$ cat config.mk
export PLATFORM = sky130hd
export DESIGN_NAME = rx_tap_regs
export DESIGN_NICKNAME = d
export VERILOG_FILES = /design/src/hw/rx_emu_pkg.sv /design/src/hw/rx_tap_regs.sv
export VERILOG_INCLUDE_DIRS = /design/src /design/src/hw
export SDC_FILE = /design/constraint.sdc
export NUM_CORES = 1
export LEC_CHECK = 0
export ABC_AREA = 1
export BUFFER_PORTS_ARGS = -buffer_cell sky130_fd_sc_hd__buf_2
export CAP_MARGIN = 10
export CORE_ASPECT_RATIO = 0.75
export CORE_MARGIN = 1
export CORE_UTILIZATION = 45
export DETAILED_ROUTE_END_ITERATION = 10
export GPL_ROUTABILITY_DRIVEN = 0
export PLACE_DENSITY = 0.69
export SYNTH_ARGS = -nofsm -noshare
export SYNTH_HDL_FRONTEND = slang
export SYNTH_SLANG_ARGS = --single-unit
$ cat constraint.sdc
create_clock -name emu_clk -period 3.7 [get_ports emu_clk]
set_input_delay 0 -clock emu_clk [delete_from_list [all_inputs] [get_ports emu_clk]]
set_output_delay 0 -clock emu_clk [all_outputs]
set_load 0.02 [all_outputs]
$ cat src/hw/rx_emu_defines.svh
`ifndef RX_EMU_DEFINES_SVH
`define RX_EMU_DEFINES_SVH

// interleave geometry
`define RX_NTI 16
`define RX_NGRP 4           // slices sharing one PI code

// tap table shape
`define RX_NTAPS 8
`define RX_NBANKS 4

// datapath widths
`define RX_NADC 8           // magnitude bits per slice
`define RX_ACC_W 12         // 8 products of +-128 fit with margin

// register map, byte addresses
`define RX_ADDR_PI 8'h20
`define RX_ADDR_TAP_TOP 8'h1C

`endif

$ cat src/hw/rx_emu_pkg.sv
`default_nettype none

`include "rx_emu_defines.svh"

package rx_emu_pkg;

    // one signed pulse-response sample
    typedef logic signed [7:0] tap_t;

    typedef tap_t [`RX_NTAPS-1:0] tap_bank_t;

    // indexed by bank, driven from the register block
    typedef tap_bank_t [`RX_NBANKS-1:0] tap_table_t;

    // phase interpolator code
    // only the bank field affects the model, fine is kept for readback
    typedef struct packed {
        logic [1:0] bank;
        logic [5:0] fine;
    } pi_code_t;

    typedef pi_code_t [`RX_NTI/`RX_NGRP-1:0] pi_codes_t;

    // one 32-bit register word
    // tap addresses use the taps view, the PI address the pi view
    typedef union packed {
        tap_t [3:0]     taps;
        pi_code_t [3:0] pi;
    } csr_word_u;

    typedef logic [7:0] chunk_t;   // slice of the bit history

endpackage

`default_nettype wire

$ cat src/hw/rx_tap_regs.sv
`timescale 1ns/1ps
`default_nettype none

`include "rx_emu_defines.svh"

module rx_tap_regs (
    input  wire logic               emu_clk,
    input  wire logic               emu_rst,
    input  wire logic [7:0]         axi_awaddr_i,
    input  wire logic               axi_awvalid_i,
    output logic                    axi_awready_o,
    input  wire logic [31:0]        axi_wdata_i,
    input  wire logic [3:0]         axi_wstrb_i,
    input  wire logic               axi_wvalid_i,
    output logic                    axi_wready_o,
    output logic [1:0]              axi_bresp_o,
    output logic                    axi_bvalid_o,
    input  wire logic               axi_bready_i,
    input  wire logic [7:0]         axi_araddr_i,
    input  wire logic               axi_arvalid_i,
    output logic                    axi_arready_o,
    output logic [31:0]             axi_rdata_o,
    output logic [1:0]              axi_rresp_o,
    output logic                    axi_rvalid_o,
    input  wire logic               axi_rready_i,
    input  wire logic               frame_last_i,   // last cycle of the current frame
    output rx_emu_pkg::tap_table_t  tap_table_o,
    output rx_emu_pkg::pi_codes_t   pi_codes_o      // active copy seen by the core
);

    logic wr_fire;
    logic rd_fire;
    logic wr_is_tap;
    logic wr_is_pi;
    logic rd_is_tap;
    logic rd_is_pi;
    rx_emu_pkg::csr_word_u wr_word;
    rx_emu_pkg::csr_word_u rd_word;
    rx_emu_pkg::pi_codes_t pi_shadow;   // written by software, copied at frame end

    // AW and W taken together, one write in flight
    assign wr_fire       = axi_awvalid_i && axi_wvalid_i && !axi_bvalid_o;
    assign axi_awready_o = wr_fire;
    assign axi_wready_o  = wr_fire;
    assign rd_fire       = axi_arvalid_i && !axi_rvalid_o;
    assign axi_arready_o = rd_fire;

    assign axi_bresp_o = 2'b00;   // always OKAY
    assign axi_rresp_o = 2'b00;

    // word decode, bank in addr[4:3] and half-bank in addr[2]
    assign wr_is_tap = (axi_awaddr_i[7:2] <= (`RX_ADDR_TAP_TOP >> 2));
    assign wr_is_pi  = (axi_awaddr_i[7:2] == (`RX_ADDR_PI >> 2));
    assign rd_is_tap = (axi_araddr_i[7:2] <= (`RX_ADDR_TAP_TOP >> 2));
    assign rd_is_pi  = (axi_araddr_i[7:2] == (`RX_ADDR_PI >> 2));

    assign wr_word = axi_wdata_i;

    always_ff @(posedge emu_clk) begin
        if (emu_rst) begin
            tap_table_o <= '0;
            pi_shadow   <= '0;
        end else if (wr_fire) begin
            for (int n = 0; n < 4; n++) begin
                if (axi_wstrb_i[n] && wr_is_tap) begin
                    tap_table_o[axi_awaddr_i[4:3]][{axi_awaddr_i[2], 2'(n)}] <= wr_word.taps[n];
                end else if (axi_wstrb_i[n] && wr_is_pi) begin
                    pi_shadow[n] <= wr_word.pi[n];
                end
            end
        end
    end

    // shadow goes live in the first cycle of the next frame
    always_ff @(posedge emu_clk) begin
        if (emu_rst) begin
            pi_codes_o <= '0;
        end else if (frame_last_i) begin
            pi_codes_o <= pi_shadow;
        end
    end

    always_ff @(posedge emu_clk) begin
        if (emu_rst) begin
            axi_bvalid_o <= 1'b0;
        end else if (wr_fire) begin
            axi_bvalid_o <= 1'b1;
        end else if (axi_bready_i) begin
            axi_bvalid_o <= 1'b0;
        end
    end

    // unmapped addresses read as zero
    always_comb begin
        rd_word = '0;
        if (rd_is_tap) begin
            for (int n = 0; n < 4; n++) begin
                rd_word.taps[n] = tap_table_o[axi_araddr_i[4:3]][{axi_araddr_i[2], 2'(n)}];
            end
        end else if (rd_is_pi) begin
            rd_word.pi = pi_shadow;   // readback shows the staged codes
        end
    end

    always_ff @(posedge emu_clk) begin
        if (emu_rst) begin
            axi_rvalid_o <= 1'b0;
            axi_rdata_o  <= '0;
        end else if (rd_fire) begin
            axi_rvalid_o <= 1'b1;
            axi_rdata_o  <= rd_word;
        end else if (axi_rready_i) begin
            axi_rvalid_o <= 1'b0;
        end
    end

endmodule

`default_nettype wire

Word level (Yosys, flattened, before mapping)
Cells that the tools add are included.
Word-level totals
  word-level logic and storage cells: 144
  register bits after elaboration: 354
Cells by class
  reduce and logical (&&, ||, !) cells: 24
  mux-type cells: 46
  eq/ne operators: 2
  order comparisons: 17
  bitwise logic cells: 4
Operators with widths (number)
  two-way mux 256 bit: 10
  bitwise mux 256 bit: 4
  demux 64 bit (select 2 bit): 4
  binary-select mux 64 bit (select 2 bit): 1
  two-way mux 64 bit: 2
  two-way mux 8 bit: 12
  two-way mux 32 bit: 2
  two-way mux 56 bit: 1
  two-way mux 48 bit: 1
  two-way mux 40 bit: 1
  demux 8 bit (select 1 bit): 4
  less-than comparator 3 x 4 -> 1 bit (second input constant): 8
  logical AND 1 bit: 16
  equality test 6 x 4 -> 1 bit (second input constant): 2
  greater-or-equal comparator 3 x 1 -> 1 bit (second input constant): 4
  <= comparator 6 x 3 -> 1 bit (second input constant): 2
  AND reduction 3 bit: 4
  less-than comparator 2 x 3 -> 1 bit (second input constant): 2
  two-way mux 1 bit: 4
  NOT 1 bit: 4
  nonzero test 2 bit: 2
  greater-or-equal comparator 2 x 1 -> 1 bit (second input constant): 1
  zero test 1 bit: 2

Logic depth before layout (Yosys ltp)
  depth in word-level cells: 20
  mapped depth: 9
  depth with buffers taken out: 8

Least setup slack after synthesis
OpenSTA, ideal clock, no wires.
  kind: reg-to-reg
  start: reg axi_bvalid_o
  end: reg tap_table_o[0] (netlist name)
  setup time: 0.118 ns
  arrival: 1.375 ns
  stages on the path, launching flop included: 8
  buffers on the path: 1
  slack: 2.207 ns
  path through: dfxtp_1 -> inv_2 -> nand3_2 -> inv_2 -> nand3_2 -> clkbuf_1 -> nor3_1 -> nor2_1
Between the ends
  cells in the longest elaborated chain, start to end: 2
Ends and longest elaborated chain
  from (decl): RTL line rx_tap_regs.sv:17  | output logic axi_bvalid_o,
  from (signal assigned): RTL line rx_tap_regs.sv:85  | axi_bvalid_o <= 1'b0;
  from (signal assigned): RTL line rx_tap_regs.sv:87  | axi_bvalid_o <= 1'b1;
  from (signal assigned): RTL line rx_tap_regs.sv:89  | axi_bvalid_o <= 1'b0;
  zero test 1 bit: RTL line rx_tap_regs.sv:42  | assign wr_fire = axi_awvalid_i && axi_wvalid_i && !axi_bvalid_o;
  logical AND 1 bit: RTL line rx_tap_regs.sv:42
  via axi_awready_o: RTL line rx_tap_regs.sv:11  | output logic axi_awready_o,
  to (signal, indexed assignment): RTL line rx_tap_regs.sv:66  | tap_table_o[axi_awaddr_i[4:3]][{axi_awaddr_i[2], 2'(n)}] <= wr_word.taps[n];
  to (decl): RTL line rx_tap_regs.sv:27  | output rx_emu_pkg::tap_table_t tap_table_o,
The timed path passes the listed nets, and every way through them passes these cells.
A chain may end at the register's enable or synchronous reset.

Worst setup path in the final report
  start: reg axi_rvalid_o
  end: reg axi_rvalid_o
Between the ends
  cells in the longest elaborated chain, start to end: 3
Ends and longest elaborated chain
  from (decl): RTL line rx_tap_regs.sv:24  | output logic axi_rvalid_o,
  from (signal assigned): RTL line rx_tap_regs.sv:107  | axi_rvalid_o <= 1'b0;
  from (signal assigned): RTL line rx_tap_regs.sv:110  | axi_rvalid_o <= 1'b1;
  from (signal assigned): RTL line rx_tap_regs.sv:113  | axi_rvalid_o <= 1'b0;
  zero test 1 bit *: RTL line rx_tap_regs.sv:45  | assign rd_fire = axi_arvalid_i && !axi_rvalid_o;
  logical AND 1 bit *: RTL line rx_tap_regs.sv:45
  two-way mux 1 bit / nonzero test 2 bit (equally long branches)
Mark *: on every way between the ends. The rest lies on a longest branch, timed or not.

==> impl_metrics.py <==
metrics = {
    "power": {
        "internal-power_mw": 6.27,
        "switchingPower_mw": 2.19,
        "p_per_area_nw_per_um2": 429,
        "combPwrFrac_pct": 9.2,
        "worst_ir_drop_vdd_uv": 285,
        "power_frac_clock_pct": 44.8,
        "seqPwrFrac_pct": 46.0,
        "sw_frac_of_total_pct": 25.9,
        "power_leakage_nw": 9.08,
        "finalPower_mw": 8.46,
    },
    "worst_setup_path": {
        "cp-end-kind": "register",
        "max_stage_delay_ps": 840,
        "worst_ep_required_time_ps": 4120,
        "slowest_stage": "inv_1",
        "critical_path_arrival_ps": 2770,
        "path_max_fanout": 34,
        "path_buf_inv": 3,
        "critPathTopFamily": "buffers and inverters",
        "critical_path_class": "register to register",
        "startpoint_type": "register",
        "path_cells": "nor2_2 -> buf_4 -> inv_1 -> a21oi_1 -> dlygate4sd3_1",
    },
    "clock_network": {
        "clkTransAtPathRegs_ps": 60,
        "root_buffer": "clkbuf_16",
        "clkLatencyLatePin_ps": 540,
        "htreeDepth": 2,
        "cts_tree": "yes",
        "numCtsBuffers": 37,
        "clk_path_buf_depth": 3,
        "clock-sinks": 354,
    },
    "finish": {
        "drive_gt1_share_pct": 18.1,
        "area_growth_pct": 20.9,
        "multi_input_area_um2": 7360,
        "final_nets": 2815,
        "regArea_um2": 7090,
        "final_cells": 3240,
        "post-route-util_pct": 56.0,
        "fillers": 3465,
    },
    "grt": {
        "antenna_found_initial": 3,
        "grt_max_degree": 172,
        "globalRouteOverflowTotal": 0,
        "grt_pass1_vias": 15600,
        "grt_usage_pct": 33.3,
        "grt_pass1_wl_mm": 95.4,
    },
    "timing": {
        "slew_violations": 0,
        "max_freq_ghz": 0.426,
        "setup_tns_ps": 0,
        "finClkSkew_ps": 13.9,
        "relSlewSlack_pct": 22.8,
        "hold_violations": 0,
        "fin_crit_sh_pct": 63.5,
        "fin_ws_ps": 1350,
        "rsz0062_at_grt": "no",
        "setup_viol": 0,
        "worst_slew_pin_slew_ps": 1160,
        "min_period_ps": 2350,
    },
    "logic_synthesis": {
        "synth_common_cells": "417 x nor2_1, 375 x nand2_1, 354 x dfxtp_1",
        "ys.flop_type": "dfxtp_1",
        "synth.top_cell.area_share_pct": 43.4,
        "synth-async-reset-ratio_pct": 0,
        "yosysMostFrequentCell": "nor2_1",
        "synth_area_um2": 16300,
        "synth_top_area_cell": "dfxtp_1",
        "synth_cell_types": 23,
        "synth_enable_flop_cells": 0,
        "yosysWarnings": 0,
        "avgSynthCellArea_um2": 6.60,
        "yosys-top-cells-area": "dfxtp_1 43%, o21ai_0 9.8%, nor2_1 9.6%",
        "synth_cells": 2471,
        "seq_area_frac_synth_pct": 43.4,
        "synth_seq_cells": 354,
    },
    "drt": {
        "wl_per_cell_um": 19.7,
        "drt.antenna.violating_nets": 0,
        "drt_iter0_drc": 2424,
        "vias_per_cell": 5.53,
        "firstDrtPassIters": 5,
        "route.final.wire_length_mm": 64.0,
        "vias": 17900,
        "drc": 0,
    },
    "job": {
        "max-cap-violations": 0,
    },
    "place": {
        "pre_cts_ws_ps": 1460,
        "dp.cells": 3138,
        "hpwl_mm": 44.2,
        "port_buffers": 380,
    },
    "die": {
        "core_area_um2": 35200,
        "rows": 59,
        "dieArea_um2": 37000,
        "die_y_um": 167,
        "die_w_um": 222,
        "io_pins": 389,
        "start_util_pct": 46.3,
    },
    "min_path": {
        "hold_path_class": "input port to register",
    },
    "run_status": {
        "status": "completed",
    },
}
[state kept, by name, indices dropped and copies added, names as in the netlist]
signal	count
axi_bvalid_o	1
axi_rdata_o	32
axi_rvalid_o	1
pi_codes_o	32
pi_shadow	32
tap_table_o	256
[repair_timing]
action	in CTS	in global routing
hold buffers	35	0
hold endpoints to repair	278	0
resized for setup	0	0
buffers inserted	0	0
[worst paths after layout]
| kind | depth (start not counted) | slack, ps | to | from |
|---|---|---|---|---|
| worst min-delay path | 6 | 90 | pi_shadow[15]$_SDFFE_PP0P_ | axi_wstrb_i[1] |
| worst max register to register | 5 | 1350 | axi_rvalid_o$_SDFFE_PP0P_ | axi_rvalid_o$_SDFFE_PP0P_ |
| worst min register to register | 2 | 470 | tap_table_o[75]$_SDFFE_PP0P_ | tap_table_o[75]$_SDFFE_PP0P_ |
| worst max-delay path | 5 | 1350 | axi_rvalid_o$_SDFFE_PP0P_ | axi_rvalid_o$_SDFFE_PP0P_ |
[through the flow]
step	cell area [um^2]	hold WS [ps]
finish	19700	91.6
global route	19700	145
CTS	19700	70.1
detailed placement	18200	253
global placement	18200	244
floorplan	16300	69.1
[layer usage]
| layer | share of wire, % | up-vias | GRT usage (%) |
|---|---|---|---|
| li1 | - | 8407 | - |
| met1 | 45 | 8265 | 50.5 |
| met2 | 39 | 1110 | 44.2 |
| met3 | 13 | 128 | 9.51 |
| met4 | 2.9 | 2 | 10.9 |
| met5 | 0.042 | - | 0 |
[power by group through the flow]
| stage | logic, mW | clock network (mW) | registers (mW) |
|---|---|---|---|
| CTS | 0.757 | 3.82 | 3.89 |
| floorplan | 0.415 | 0 | 4.03 |
| global route | 0.831 | 3.99 | 3.89 |
| finish | 0.778 | 3.79 | 3.89 |
| global placement | 0.720 | 0 | 3.97 |
| detailed placement | 0.726 | 0 | 3.97 |
[tightest hold or removal path: stages]
cell and delay, ps:
buf_2 120, inv_1 50, nor2_1 50, nand2_1 190, o21ai_0 100, nor2_1 80
[cell families after synthesis]
group           share of synthesized area (%)
simple gates                             32.2
buf+inv                                  11.6
other cells                            0.0230
compound gates                           12.8
flops                                    43.4
[cells in the final DEF (no fill, tap or decap), types with 14 or more instances in the layout]
| cell | Yosys | final |
|---|---|---|
| nor2_1 | 417 | 416 |
| buf_2 | 24 | 379 |
| nand2_1 | 375 | 375 |
| dfxtp_1 | 354 | 354 |
| o21ai_0 | 320 | 320 |
| inv_1 | 281 | 281 |
| nand3_1 | 193 | 193 |
| nor3_1 | 193 | 192 |
| a21oi_1 | 97 | 97 |
| clkbuf_16 | 0 | 39 |
| dlygate4sd3_1 | 0 | 35 |
| nor2_2 | 25 | 26 |
| buf_4 | 13 | 14 |
[final cells by class]
cell class / instances / area share [%]
multi-input cells: 1643 / 37.3
flip-flops and latches: 354 / 35.9
repair buffers: 430 / 12.1
well taps: 457 / 2.90
inverters: 289 / 5.55
clock inverters: 6 / 0.298
diodes: 2 / 0.0254
clock buffers: 59 / 5.84
Note: power is estimated with default switching activity, not from simulation.
